File: src/nrx_params.svh
`ifndef NRX_PARAMS_SVH
`define NRX_PARAMS_SVH

// ------------------------------
// CPU bus
// ------------------------------
`define NRX_ADDR_W      16      // Z80 address bus
`define NRX_DATA_W      8       // Z80 data bus
`define NRX_RAM_AW      11      // 2 KB work RAM

// CLK cycles per CPU enable
`define NRX_CPU_DIV     8

// ------------------------------
// Raster
// ------------------------------
`define NRX_PIX_DIV     4       // CLK cycles per pixel
`define NRX_H_TOTAL     384     // Pixels per line incl. blanking
`define NRX_H_VISIBLE   288
`define NRX_V_TOTAL     264     // Lines per frame
`define NRX_V_VISIBLE   224

// Sync pulses sit inside the blanking intervals
`define NRX_HSYNC_START 304
`define NRX_VSYNC_START 240
`define NRX_SYNC_LEN    16      // Pixels for hsync, lines for vsync

// Vblank interrupt window
`define NRX_VBLK_LINE   224     // Line that raises the request
`define NRX_VBLK_HMAX   8       // Last pixel of the window

`endif

File: src/nrx_video_pkg.sv
`default_nettype none

package nrx_video_pkg;

	// ------------------------------
	// Raster position types
	// ------------------------------

	// Pixel within a line, 0..383
	typedef logic [8:0] hpos_t;

	// Line within a frame, 0..263
	typedef logic [8:0] vpos_t;

endpackage

`default_nettype wire

File: src/nrx_hv_timing.sv
`default_nettype none

`include "nrx_params.svh"

module nrx_hv_timing (
	input  wire  CLK,
	input  wire  RESET,
	output logic pix_en,
	output nrx_video_pkg::hpos_t hpos,
	output nrx_video_pkg::vpos_t vpos,
	output logic hblank,
	output logic vblank,
	output logic hsync,
	output logic vsync,
	output logic vblank_strobe
);

	localparam int pdiv_w = $clog2(`NRX_PIX_DIV);

	logic [pdiv_w-1:0] pdiv;   // CLK phase within a pixel
	logic h_wrap;              // Last pixel of the line
	logic v_wrap;              // Last line of the frame

	// ------------------------------
	// Pixel enable
	// ------------------------------
	assign pix_en = (pdiv == pdiv_w'(`NRX_PIX_DIV - 1));

	always_ff @(posedge CLK) begin
		if (RESET) begin
			pdiv <= '0;
		end else if (pix_en) begin
			pdiv <= '0;
		end else begin
			pdiv <= pdiv + 1'b1;
		end
	end

	// ------------------------------
	// Raster counters
	// ------------------------------
	assign h_wrap = (hpos == nrx_video_pkg::hpos_t'(`NRX_H_TOTAL - 1));
	assign v_wrap = (vpos == nrx_video_pkg::vpos_t'(`NRX_V_TOTAL - 1));

	always_ff @(posedge CLK) begin
		if (RESET) begin
			hpos <= '0;
			vpos <= '0;
		end else if (pix_en) begin
			if (h_wrap) begin
				hpos <= '0;
				// Line done, step the line count
				vpos <= v_wrap ? '0 : vpos + 1'b1;
			end else begin
				hpos <= hpos + 1'b1;
			end
		end
	end

	// ------------------------------
	// Blanking, sync, vblank request
	// ------------------------------
	// Decoded straight from the counters, no extra latency
	assign hblank = (hpos >= `NRX_H_VISIBLE);
	assign vblank = (vpos >= `NRX_V_VISIBLE);

	assign hsync = (hpos >= `NRX_HSYNC_START) &&
	               (hpos <  `NRX_HSYNC_START + `NRX_SYNC_LEN);   // Active high
	assign vsync = (vpos >= `NRX_VSYNC_START) &&
	               (vpos <  `NRX_VSYNC_START + `NRX_SYNC_LEN);

	// Wide enough to span at least one CPU enable
	assign vblank_strobe = (vpos == `NRX_VBLK_LINE) && (hpos <= `NRX_VBLK_HMAX);

endmodule

`default_nettype wire

File: config.mk
export PLATFORM = sky130hd
export DESIGN_NAME = nrx_hv_timing
export DESIGN_NICKNAME = d
export VERILOG_FILES = /design/src/nrx_video_pkg.sv /design/src/nrx_hv_timing.sv
export VERILOG_INCLUDE_DIRS = /design/src /design/src/src
export SDC_FILE = /design/constraint.sdc
export NUM_CORES = 1
export LEC_CHECK = 0
export ABC_AREA = 1
export BUFFER_PORTS_ARGS = -buffer_cell sky130_fd_sc_hd__buf_4
export CORE_ASPECT_RATIO = 0.7
export CORE_MARGIN = 2
export CORE_UTILIZATION = 47
export CTS_CLUSTER_DIAMETER = 100
export DETAILED_ROUTE_END_ITERATION = 12
export PLACE_DENSITY = 0.82
export SLEW_MARGIN = 20
export SYNTH_ARGS = -nofsm -noshare
export SYNTH_HDL_FRONTEND = slang
export SYNTH_SLANG_ARGS = --single-unit
File: constraint.sdc
create_clock -name CLK -period 1.25 [get_ports CLK]
set_input_delay 0.375 -clock CLK [delete_from_list [all_inputs] [get_ports CLK]]
set_output_delay 0.375 -clock CLK [all_outputs]
set_load 0.05 [all_outputs]
==> results by group, run 1 <==
Floorplan
  – Die Height: 45.68 microns
  – # IOs: 26
  – Die X-Extent: 63.54 microns
  – Initial Util: 48.54%
  – # rows: 15

Logic synthesis
  – Number of flops mapped to enable cells by yosys: 0
  – Commonest cells post-synth: nand2_1 (55), nor2_1 (29), inv_1 (27)
  – Top cell type by total area after synthesis: dfxtp_1
  – Post-Synthesis Cells: 184
  – Top FF cell, synth: dfxtp_1
  – Dominant cells by area after synthesis: dfxtp_1 (34%), nand2_1 (18%), nor2_1 (9.3%)
  – Syn avg cell area: 6.338 sq um
  – YS warnings: 0
  – Yosys reg bits: 20
  – Async SR Flop Fraction: 0%
  – Distinct cell type count of the synthesized netlist: 21
  – Seq/Total Area, Yosys: 34.33%
  – Synth top area share: 34.33%
  – Count leader, synth: nand2_1
  – Synthesized area: 1166 sq um
  – Syn Nets: 191

Clock network
  – Clock root buffer: clkbuf_4
  – CTS Hold Buffers Added: 0
  – TritonCTS buffer count: 3
  – CTS Sinks: 20
  – Post-CTS sizing: 104
  – H-tree depth: 1
  – Post-CTS setup buffer count: 16
  – Longest Clk Path Bufs: 2

Placement
  – Number of port buffers: 25
  – Place WS: -402.1 ps
  – Global placement routability congestion: 0.9360
  – Post-DP HPWL: 2650 microns

Status
  – Stopping stage: clock tree synthesis
  – First Err: [ERROR DPL-0033] detailed placement checks failed during check placement.
  – Status: aborted with a tool error
==> logic make-up after synthesis <==
family | share of synthesized area [%]
and+or+nand+nor | 43.56
buffers and inverters | 10.41
DFF | 34.33
xor gates and xnor gates | 1.502
AOI/OAI and AO/OA | 4.828
adders and majority gates | 5.365
==> stage by stage <==
step | std cells | area [sq um] | hold WS (ps) | util (%) | setup TNS, ps
2_1_floorplan | 184 | 1296 | 437.1 | - | -1867
3_3_place_gp | 276 | 1777 | 448.3 | 73.96 | -1656
3_5_place_dp | 276 | 1777 | 461.9 | 73.96 | -2388
==> inputs of run 2 (changes only) <==
CORE_AREA = 2 2 63 65   (was unset)
CORE_ASPECT_RATIO = unset   (was 0.7)
CORE_MARGIN = unset   (was 2)
CORE_UTILIZATION = unset   (was 47)
CTS_CLUSTER_DIAMETER = unset   (was 100)
DIE_AREA = 0 0 65 67   (was unset)
PLACE_DENSITY = unset   (was 0.82)
PLACE_DENSITY_LB_ADDON = 0.15   (was unset)
clock period = 1.62 ns   (was 1.25 ns; I/O delays follow)
==> results by group, run 2 <==
Clock network
  – CTS tree: built
  – Clock root buffer: clkbuf_8
  – CTS Sinks: 20
  – Clk_lat worst skew: 260 ps
  – Clock-pin transition on the worst setup and hold timing paths: 80 ps
  – H-tree depth: 1
  – Longest Clk Path Bufs: 2
  – CTS Hold Buffers Added: 0
  – TritonCTS buffer count: 3

Worst setup path
  – Family with the most delay on the worst path: flip-flops
  – Startpoint types: flop
  – Crit-path slowest cell: dfxtp_4
  – Critical path type: flop to primary output
  – FF-to-FF setup slack: 180 ps
  – Max incr delay on CP: 350 ps
  – Maximum fanout along the worst path: 2
  – Worst EP required: 1130 ps
  – Critical Path, Cell by Cell: inv_2, ha_1, inv_1, o21ai_1, nand4_1, nor3_4, buf_6
  – R2r endpoint: vpos[1]
  – Element type at the critical path end: primary output
  – R2r startpoint: hpos[0]
  – Buf/Inv on CP: 3
  – FF-to-FF path depth: 9
  – Crit path arrival time: 1410 ps

Logic synthesis
  – Commonest cells post-synth: nand2_1 (55), nor2_1 (29), inv_1 (27)
  – Synthesized area: 1166 sq um
  – Top cell type by total area after synthesis: dfxtp_1
  – Async SR Flop Fraction: 0%
  – Syn avg cell area: 6.338 sq um
  – Number of flops mapped to enable cells by yosys: 0
  – Seq/Total Area, Yosys: 34.33%
  – Post-Synthesis Cells: 184
  – Top FF cell, synth: dfxtp_1
  – Count leader, synth: nand2_1
  – Synth top area share: 34.33%
  – Dominant cells by area after synthesis: dfxtp_1 (34%), nand2_1 (18%), nor2_1 (9.3%)
  – Yosys reg bits: 20
  – Syn Nets: 191
  – Distinct cell type count of the synthesized netlist: 21
  – YS warnings: 0

Timing
  – Final Hold Fails: 0
  – Crit path time final: 1897 ps
  – Achievable frequency: 527.3 MHz
  – RSZ-0062 raised after global routing: yes
  – Slew Viols, Final: 0
  – Slew HR: 81.58%
  – Skew final: 8.625 ps
  – Final setup viols: 3
  – PnR worst setup slack: -276.5 ps
  – Crit share post-route: 117.1%
  – Worst Tran Pin Value: 275.3 ps

Finish
  – Most common cell after layout, fill and taps aside: nand2_1
  – Layout cells sized above 1: 39.83%
  – Core Util, Final: 49.79%
  – Area Overhead vs Synth: 53.97%
  – Top Registers: hpos: 9 flops, vpos: 9 flops, pdiv: 2 flops
  – Inserted Diodes: 0
  – Layout Nets: 244
  – Fill cell count: 386
  – Most frequent cells in the layout: nand2_1 (51), buf_4 (41), nor2_1 (27), inv_1 (24), nand3_1 (9)

Worst hold path
  – Hold_sp: pdiv[0]
  – Min-Delay Endpoint: pdiv[0]
  – Worst Hold Class: flop to flop
  – Hold path depth: 1

Power
  – Leak: 0.8717 nW
  – IR drop worst, VDD: 0.2898 mV
  – Power Density: 531.4 nW/um^2

Placement
  – Place WS: -84.84 ps
  – Number of port buffers: 25
  – Global placement routability congestion: 0.8192
  – Post-DP HPWL: 2287 microns

Floorplan
  – Core area: 3606 sq um
  – Die X-Extent: 65 microns
  – # rows: 22
  – # IOs: 26
  – DIE AREA: 4355 sq um
  – Die Height: 67 microns
  – Initial Util: 32.34%

Drt
  – DRC viols: 0
  – Antenna Violating Nets Remaining: 0
  – Via count: 1234
  – Drt initial violations: 37
  – Vias per cell: 4.345
  – Total wire length: 3058 microns
  – Wirelength per Cell: 10.77 microns
  – Pre-antenna DRT Iters: 4

Global routing
  – Initial antenna violation count: 0
  – Overall Global Routing Usage: 15.40%
  – Number of global-route vias before repair: 1121
  – Global-route wire length before repair: 5175 microns
  – Largest net degree at the start of global routing: 12
  – Total grt overflow: 0

Status
  – Failing checks: setup timing
  – Status: complete, but fails checks

Flow run
  – Maxcap violations: 0
run 2: cell counts after synthesis:
Identical to the previous run, type by type.
run 2: power by group:
| group | total [W] | internal (W) | switching, W |
|---|---|---|---|
| logic | 0.0000644 | 0.0000218 | 0.0000425 |
| clock network | 0.000397 | 0.000217 | 0.000180 |
| registers | 0.000493 | 0.000489 | 0.00000373 |
| total | 0.000954 | 0.000727 | 0.000227 |
run 2: per-stage QoR:
step | cells | total power, W | setup TNS (ps) | hold slack [ps] | instance area, sq um
after floorplan | 184 | 0.0005532 | -425.4 | 402.8 | 1240
after global placement | 275 | 0.0005741 | -78.88 | 421.8 | 1625
after detailed placement | 275 | 0.0005747 | -84.84 | 425.2 | 1625
after CTS | 280 | 0.0009730 | -370.3 | 424.8 | 1728
after global routing | 284 | 0.0009982 | -592.7 | 440.2 | 1795
final | 284 | 0.0009540 | -398.3 | 434.5 | 1795
run 2: logic make-up (layout without fill, tap and decap cells):
| logic type | count (synthesis) | count (layout) | synth area share (%) |
|---|---|---|---|
| AND/OR/NAND/NOR | 114 | 114 | 43.56 |
| buffers and inverters | 32 | 84 | 10.41 |
| flip-flops | 20 | 20 | 34.33 |
| AO/OA/AOI/OAI | 11 | 11 | 4.828 |
| adder cells (fa/ha/maj) | 5 | 5 | 5.365 |
| XOR/XNOR | 2 | 2 | 1.502 |
run 2: worst max-delay path by stage:
stage	cells past startpoint	start	endpoint	slack, ps
after detailed placement	7	hpos[0]	vblank_strobe	-80
after global routing	7	hpos[0]	vblank_strobe	-360
after floorplan	6	hpos[0]	vblank_strobe	-220
final	7	hpos[0]	vblank_strobe	-280
after global placement	7	hpos[0]	vblank_strobe	-80
after CTS	7	hpos[0]	vblank_strobe	-310
run 2: final cells by class:
class	count	area [sq um]	area share [%]
Clock buffer	4	55.05	3.066
Inverter	31	116.4	6.481
Tap cell	48	60.06	3.345
Timing Repair Buffer	49	405.4	22.58
Multi-Input combinational cell	132	723.2	40.28
Sequential cell	20	435.4	24.25
run 2: repair_timing:
action                     in CTS  in global routing
setup endpoints to repair       4                  5
pin swaps                       3                  3
buffers inserted                1                  4
resized for setup              12                 11
run 2: routing by layer:
layer	global-route usage, %	part of all wire [%]	up-vias
met2	23.97	46	18
met1	21.19	50	534
li1	-	-	680
met3	2.196	3.0	2
met5	0	0	-
met4	6.383	0.72	0
(Power assumes the default switching activity.)
