<file path="config.mk">
export PLATFORM = sky130hd
export DESIGN_NAME = nrx_irq_ctrl
export DESIGN_NICKNAME = d
export VERILOG_FILES = /design/src/nrx_bus_pkg.sv /design/src/nrx_irq_ctrl.sv
export VERILOG_INCLUDE_DIRS = /design/src /design/src/src
export SDC_FILE = /design/constraint.sdc
export NUM_CORES = 1
export LEC_CHECK = 0
export ABC_AREA = 1
export BUFFER_PORTS_ARGS = -buffer_cell sky130_fd_sc_hd__buf_2
export CAP_MARGIN = 10
export CORE_MARGIN = 10
export CORE_UTILIZATION = 40
export DETAILED_ROUTE_END_ITERATION = 12
export PLACE_DENSITY_LB_ADDON = 0.08
export SLEW_MARGIN = 20
export SYNTH_ARGS = -nofsm -noshare
export SYNTH_HDL_FRONTEND = slang
export SYNTH_SLANG_ARGS = --single-unit
</file>
<file path="constraint.sdc">
create_clock -name CLK -period 1.3 [get_ports CLK]
set_input_delay 0.13 -clock CLK [delete_from_list [all_inputs] [get_ports CLK]]
set_output_delay 0.13 -clock CLK [all_outputs]
set_load 0.005 [all_outputs]
</file>
<file path="src/nrx_params.svh">
`ifndef NRX_PARAMS_SVH
`define NRX_PARAMS_SVH

// ------------------------------
// CPU bus
// ------------------------------
`define NRX_ADDR_W      16      // Z80 address bus
`define NRX_DATA_W      8       // Z80 data bus
`define NRX_RAM_AW      11      // 2 KB work RAM

// CLK cycles per CPU enable
`define NRX_CPU_DIV     8

// ------------------------------
// Raster
// ------------------------------
`define NRX_PIX_DIV     4       // CLK cycles per pixel
`define NRX_H_TOTAL     384     // Pixels per line incl. blanking
`define NRX_H_VISIBLE   288
`define NRX_V_TOTAL     264     // Lines per frame
`define NRX_V_VISIBLE   224

// Sync pulses sit inside the blanking intervals
`define NRX_HSYNC_START 304
`define NRX_VSYNC_START 240
`define NRX_SYNC_LEN    16      // Pixels for hsync, lines for vsync

// Vblank interrupt window
`define NRX_VBLK_LINE   224     // Line that raises the request
`define NRX_VBLK_HMAX   8       // Last pixel of the window

`endif

</file>
<file path="src/nrx_bus_pkg.sv">
`default_nettype none

`include "nrx_params.svh"

package nrx_bus_pkg;

	// ------------------------------
	// CPU side types
	// ------------------------------

	// Full Z80 address word
	typedef logic [`NRX_ADDR_W-1:0] addr_t;

	// One data byte
	typedef logic [`NRX_DATA_W-1:0] byte_t;

	// Control latch slots at A180-A187
	// Index is addr[2:0]; 2, 3, 6, 7 are unused on this board
	typedef enum logic [2:0] {
		bang       = 3'd0,  // Sound trigger
		irq_enable = 3'd1,  // Vblank interrupt enable
		lamp0      = 3'd4,  // Start lamp 1
		lamp1      = 3'd5   // Start lamp 2
	} latch_t;

endpackage

`default_nettype wire

</file>
<file path="src/nrx_irq_ctrl.sv">
`default_nettype none

module nrx_irq_ctrl (
	input  wire  CLK,
	input  wire  RESET,
	input  wire  cpu_cen,
	input  wire  vblank_strobe,
	input  wire  ie_wr,
	input  wire  ie_bit,
	input  wire  vec_wr,
	input  wire  nrx_bus_pkg::byte_t vec_data,
	input  wire  m1_n,
	input  wire  iorq_n,
	input  wire  mod_jungler,
	output nrx_bus_pkg::byte_t vec_rdata,
	output logic int_n,
	output logic nmi_n
);

	logic ie;                    // Enable latch at A181
	logic pending;               // Vblank seen since last enable write
	nrx_bus_pkg::byte_t vec;     // Mode 2 vector
	logic irq;

	// ------------------------------
	// Registers
	// ------------------------------
	always_ff @(posedge CLK) begin
		if (RESET) begin
			ie      <= 1'b0;
			pending <= 1'b0;
			vec     <= '0;
		end else begin
			if (cpu_cen && vblank_strobe)
				pending <= 1'b1;
			if (ie_wr) begin
				ie      <= ie_bit;
				pending <= 1'b0;   // Acts as the acknowledge too
			end
			if (vec_wr)
				vec <= vec_data;
		end
	end

	// ------------------------------
	// Outputs
	// ------------------------------
	// Vector on the bus only while M1 and IORQ are both low
	assign vec_rdata = (~m1_n & ~iorq_n) ? vec : '0;

	assign irq = pending & ie;

	// Jungler takes the request as NMI
	assign int_n = ~(irq & ~mod_jungler);
	assign nmi_n = ~(irq &  mod_jungler);

endmodule

`default_nettype wire

</file>
# Word-level counts from Yosys, hierarchy flattened
# Cells that the tools add are included.
# classes
muxes,1
n_bitwise,9
n_reduce_logical,2
# op_table
op,n
$mux W8,1
$not A1 Y1,5
$and A1 B1 Y1,4
$reduce_or A2 Y1,1
$logic_and A1 B1 Y1,1
# totals
reg_bits,10
input_bits,18
output_inout_bits,10
elab_cells,15

# Depth between registers and ports, before layout
# Gate-level depths: netlist (run 1).
# depth
word_depth,3
depth_mapped,5
mapped_depth_nobuf,4

# Worst setup path before layout (run 1)
# No wires, ideal clock.
# synth_timing
path_type,input -> output
startpoint,input m1_n
endpoint,output vec_rdata[0]
arrival_ns,0.578
t_required_ns,1.170
setup_slack_ns,0.592
cell_stages,3
n_path_buf,1
path_cell_list,or2_1 > buf_6 > nor2_2
# synth_via
elab_chain_len,3
# synth_lines
element,line_no,source
from (decl),nrx_irq_ctrl.sv:12,"input wire m1_n,"
$not A1 Y1,nrx_irq_ctrl.sv:49,assign vec_rdata = (~m1_n & ~iorq_n) ? vec : '0;
$and A1 B1 Y1,nrx_irq_ctrl.sv:49,
$mux W8,nrx_irq_ctrl.sv:49,
to (decl),nrx_irq_ctrl.sv:15,"output nrx_bus_pkg::byte_t vec_rdata,"
# Every way passes these cells.

# Worst setup path in the final report (run 1)
# layout_timing
startpoint,input m1_n
endpoint,output vec_rdata[3]
# The elaborated chain is that of the path after synthesis.

==> results_dict.tcl, run 1 <==
set metrics [dict create \
    status "finished, final reports clean" \
    async_flop_share 0 \
    cts_inserted_buffers 3 \
    grt_overflow 0 \
    ys_seq_elements 10 \
    p_sw_frac 0.247 \
    drive_gt1_frac 0.446 \
    post-place-cells 123 \
    reg2reg_to "pending$_SDFFE_PP0P_" \
    critPathMaxFanout 8 \
    clk_pin_slew_ns 0.07 \
    worstHoldStart "ie_wr" \
    hp-class "primary input to flop" \
    grt_max_degree 17 \
    cts.sinks 10 \
    pwr-share-seq 0.462 \
    tritoncts "built" \
    area_growth_pct 25.7 \
    final_cell_count_no_fill 127 \
    ys_seq_area_frac 0.349 \
    rrSetupSlack_ns 0.70 \
    drtPass1Iterations 4 \
    combPwrFrac 0.160 \
    fin_nets 131 \
    die_w_um 57.9 \
    power.leakage_nw 0.417 \
    grt_pass1_vias 430 \
    drv_cap 0 \
    root_buffer "clkbuf_4" \
    multi_input_area_um2 254 \
    fmax_ghz 1.00 \
    vdd_drop_max_mv 0.575 \
    num-fill-cells 134 \
    ys_warn_count 0 \
    intPower_mw 0.550 \
    netlist_area_um2 574 \
    synth.avg_cell_area_um2 6.84 \
    antenna_found_initial 0 \
    regArea_um2 200 \
    synth_top_cell_by_area "dfxtp_1" \
    worst-r2r-cell-count 4 \
    detail-route-antenna-nets 0 \
    design.core.area_um2 1330 \
    path_class "primary input to primary output" \
    hold_path_depth 3 \
    synthTopCellsByArea "dfxtp_1, nor2_2, inv_1, nand2_1, nor2_1" \
    htree_levels 1 \
    ctsHoldBuffers 0 \
    tightest_slew_ns 0.480 \
    min_to "ie$_SDFFE_PP0P_" \
    drt_iter0_drc 8 \
    dieHeight_um 57.9 \
    clock_latency_ns 0.26 \
    startpoint_type "primary input" \
    dieArea_um2 3350 \
    p_sw_mw 0.180 \
    via_per_inst 4.01 \
    io_pins 28 \
    p_per_area_nw_per_um2 1010 \
    drv_slew 0 \
    relSlewSlack 0.680 \
    worstReg2RegStart "pending$_SDFFE_PP0P_" \
    drcViolationCount 0 \
    io_buffers 27 \
    syn_nets 102 \
    crit_required_ns 1.17 \
    wl_um 1160 \
    n_antenna_cell 0 \
    finalCritPeriodShare 0.769 \
    cts_resized 0 \
    gr-usage-all-layers 0.0685 \
    clockBufferDepth 2 \
    tns_ns 0 \
    clock_skew_ns 0 \
    endpoint_kind "primary output" \
    synth.top_cell.area_share 0.349 \
    dr_total_vias 509 \
    pwr-share-clk 0.377 \
    initial_core_util 0.431 \
    rsz0062_at_grt "no" \
    synth.top_cells.by_count "inv_1, nand2_1, nor2_1" \
    grt_pass1_wl_um 1800 \
    crit_arrival_ns 0.87 \
    cts_setup_buffers 0 \
    yosysUniqueCellTypes 15 \
    wl_per_cell_um 9.12 \
    setup_violations 0 \
    postSynthCellCount 84 \
    synth_edf_count 0 \
    whs_ns 0.118 \
    rows 13 \
    synthFlopType "dfxtp_1" \
    final-hold-violation-count 0 \
    place_congestion 0.666 \
    dpl.hpwl_um 946 \
    min_period_ns 1.00 \
]
power by group through the flow:
stage | clock, mW | sequential [mW] | combinational [mW]
CTS | 0.285 | 0.338 | 0.120
global route | 0.306 | 0.341 | 0.134
finish | 0.275 | 0.337 | 0.117
global placement | 0 | 0.344 | 0.118
floorplan | 0 | 0.343 | 0.0906
detailed placement | 0 | 0.345 | 0.119
through the flow:
step                      area (um2)  power, mW  worst slack, ns   util
after detailed placement         686      0.464            0.285  0.514
after global routing             722      0.781            0.223  0.541
after global placement           686      0.462            0.298  0.514
final                            722      0.730            0.300  0.541
after CTS                        722      0.742            0.285  0.541
after floorplan                  574      0.433            0.592      -
worst max-delay path, stage by stage:
cell and delay (ns):
buf_2 0.09, or2_1 0.39, nor2_2 0.13, buf_2 0.12
cells by family after synthesis:
group / Yosys count / share of synthesized area
buffers and inverters: 23 / 0.209
flip-flops: 10 / 0.349
AND/OR/NAND/NOR: 51 / 0.442
placed cells by master (no fill, tap or decap):
master,count
buf_2,27
nand3_1,1
inv_2,1
nand3b_1,1
clkinv_2,2
nor2_1,15
nor2_4,1
clkbuf_8,1
nor2_2,11
nand2_2,2
or2_1,1
clkbuf_4,3
inv_1,17
dfxtp_1,10
nand2_4,2
nand2_1,17
routing by layer:
metal | global-route usage | wire, um | up-vias
met5 | 0 | 0 | -
met4 | 0.0302 | 15 | 0
met1 | 0.0623 | 451 | 202
li1 | - | - | 288
met2 | 0.107 | 560 | 17
met3 | 0.0588 | 131 | 2
registers in the layout, summed over array words and instances (netlist names):
| signal | cells |
|---|---|
| ie | 1 |
| pending | 1 |
| vec | 8 |
worst max-delay path by stage:
stage,start,to,cells after the start
6_report,m1_n,vec_rdata[3],4
5_1_grt,vec[6]$_SDFFE_PP0P_,vec_rdata[6],3
4_1_cts,m1_n,vec_rdata[3],4
3_5_place_dp,m1_n,vec_rdata[3],4
3_3_place_gp,m1_n,vec_rdata[5],4
2_1_floorplan,m1_n,vec_rdata[0],3
final cells by class:
type                    count  area share
clock buffers               4      0.0503
flip-flops and latches     10       0.277
well taps                  15      0.0260
inverters                  20       0.107
repair buffers             27       0.187
multi-input cells          51       0.352
Note: power is estimated with default switching activity, not from simulation.
==> run 2, diff against run 1 <==
Settings changed: CORE_UTILIZATION 40 to 39.
Clock period 1.3 ns to 0.9 ns, I/O delays scaled along.
==> results_dict.tcl, run 2 (synthesized netlist as in run 1, its figures left out) <==
set metrics [dict create \
    die_w_um 58.4 \
    cts.sinks 10 \
    whs_ns 0.0841 \
    p_per_area_nw_per_um2 1320 \
    antenna_found_initial 0 \
    fin_ws_ns 0.0177 \
    tns_ns 0 \
    gr-usage-all-layers 0.0720 \
    finalCritPeriodShare 0.980 \
    crit_required_ns 0.81 \
    clk_pin_slew_ns 0.06 \
    io_buffers 27 \
    largest_register_ffs 8 \
    grt_pass1_wl_um 1920 \
    rsz0062_at_grt "yes" \
    vdd_drop_max_mv 0.623 \
    grt_pass1_vias 459 \
    relSlewSlack 0.767 \
    endpoint "vec_rdata[5]" \
    rows 13 \
    root_buffer "clkbuf_4" \
    detail-route-antenna-nets 0 \
    n_antenna_cell 0 \
    initial_core_util 0.425 \
    htree_levels 1 \
    tightest_slew_ns 0.350 \
    area_growth_pct 28.5 \
    grt_overflow 0 \
    wl_per_cell_um 9.09 \
    grt_max_degree 17 \
    dp_worst_setup_slack_ns -0.0318 \
    setup_violations 0 \
    power.leakage_nw 0.423 \
    dpl.hpwl_um 940 \
    layout_common_cells "buf_2, nand2_1, nor2_1" \
    rrSetupSlack_ns 0.23 \
    wl_um 1160 \
    drtPass1Iterations 3 \
    dieArea_um2 3410 \
    clockBufferDepth 2 \
    reg2reg_to "vec[0]$_SDFFE_PP0P_" \
    ctsHoldBuffers 0 \
    finalPower_mw 0.975 \
    path_class "flop to primary output" \
    drcViolationCount 0 \
    critPathMaxFanout 2 \
    drv_cap 0 \
    setup.worst_path.start "vec[5]$_SDFFE_PP0P_" \
    cts_inserted_buffers 3 \
    layout_commonest_cell "buf_2" \
    top_regs "vec (8), ie (1), pending (1)" \
    startpoint_type "flop" \
    regMostFlops "vec" \
    fin_util 0.547 \
    via_per_inst 4.04 \
    final-hold-violation-count 0 \
    crit_arrival_ns 0.79 \
    endpoint_kind "primary output" \
    dieHeight_um 58.4 \
    design.core.area_um2 1350 \
    place_congestion 0.630 \
    tritoncts "built" \
    num-fill-cells 145 \
    clock_latency_ns 0.25 \
    min_period_ns 0.882 \
    drive_gt1_frac 0.619 \
    clock_skew_ns 0 \
    worst-r2r-cell-count 3 \
    io_pins 28 \
    status "finished, final reports clean" \
    dr_total_vias 517 \
    hp-class "primary input to flop" \
    fmax_ghz 1.13 \
    drv_slew 0 \
    fin_nets 133 \
    worstReg2RegStart "vec[0]$_SDFFE_PP0P_" \
    drt_iter0_drc 10 \
]
[run 2: cell type report]
type | count | area [um2] | share of cell area
Timing Repair Buffer | 29 | 150 | 0.203
Inverter | 20 | 77.6 | 0.105
Clock buffer | 3 | 22.5 | 0.0305
Sequential cell | 10 | 213 | 0.288
Multi-Input combinational cell | 51 | 256 | 0.347
Tap cell | 15 | 18.8 | 0.0254
[run 2: through the flow]
stage | instances | instance area (um2)
floorplan | 84 | 574
global placement | 123 | 686
detailed placement | 123 | 686
CTS | 128 | 738
global route | 128 | 738
finish | 128 | 738
[run 2: critical path, cell delays in order (launching register included)]
cell,delay [ns]
dfxtp_2,0.33
inv_2,0.03
nor2_2,0.06
buf_2,0.11
[run 2: worst min path at each step]
stage | start | endpoint | depth (start not counted)
after floorplan | ie_wr | ie$_SDFFE_PP0P_ | 2
after global placement | ie_wr | ie$_SDFFE_PP0P_ | 3
after detailed placement | ie_wr | ie$_SDFFE_PP0P_ | 3
after CTS | ie_wr | ie$_SDFFE_PP0P_ | 3
after global routing | RESET | pending$_SDFFE_PP0P_ | 4
final | ie_wr | ie$_SDFFE_PP0P_ | 3
[run 2: what timing repair did]
| item | CTS | global route |
|---|---|---|
| pin swaps | 8 | 1 |
| gates resized for setup | 19 | 0 |
| setup endpoints to repair | 10 | 10 |
| setup buffers | 2 | 0 |
| hold endpoints to repair | 0 | 0 |
[run 2: routing by layer]
metal / part of all wire / up-vias / GRT usage
met3: 0.087 / 2 / 0.0494
met2: 0.47 / 14 / 0.109
met1: 0.44 / 210 / 0.0756
met5: 0 / - / 0
li1: - / 291 / -
met4: 0.010 / 0 / 0.0302
[run 2: power breakdown]
group          switching [mW]  total, mW  internal (mW)
clock                   0.141      0.295          0.154
combinational          0.0967      0.183         0.0865
sequential             0.0180      0.496          0.478
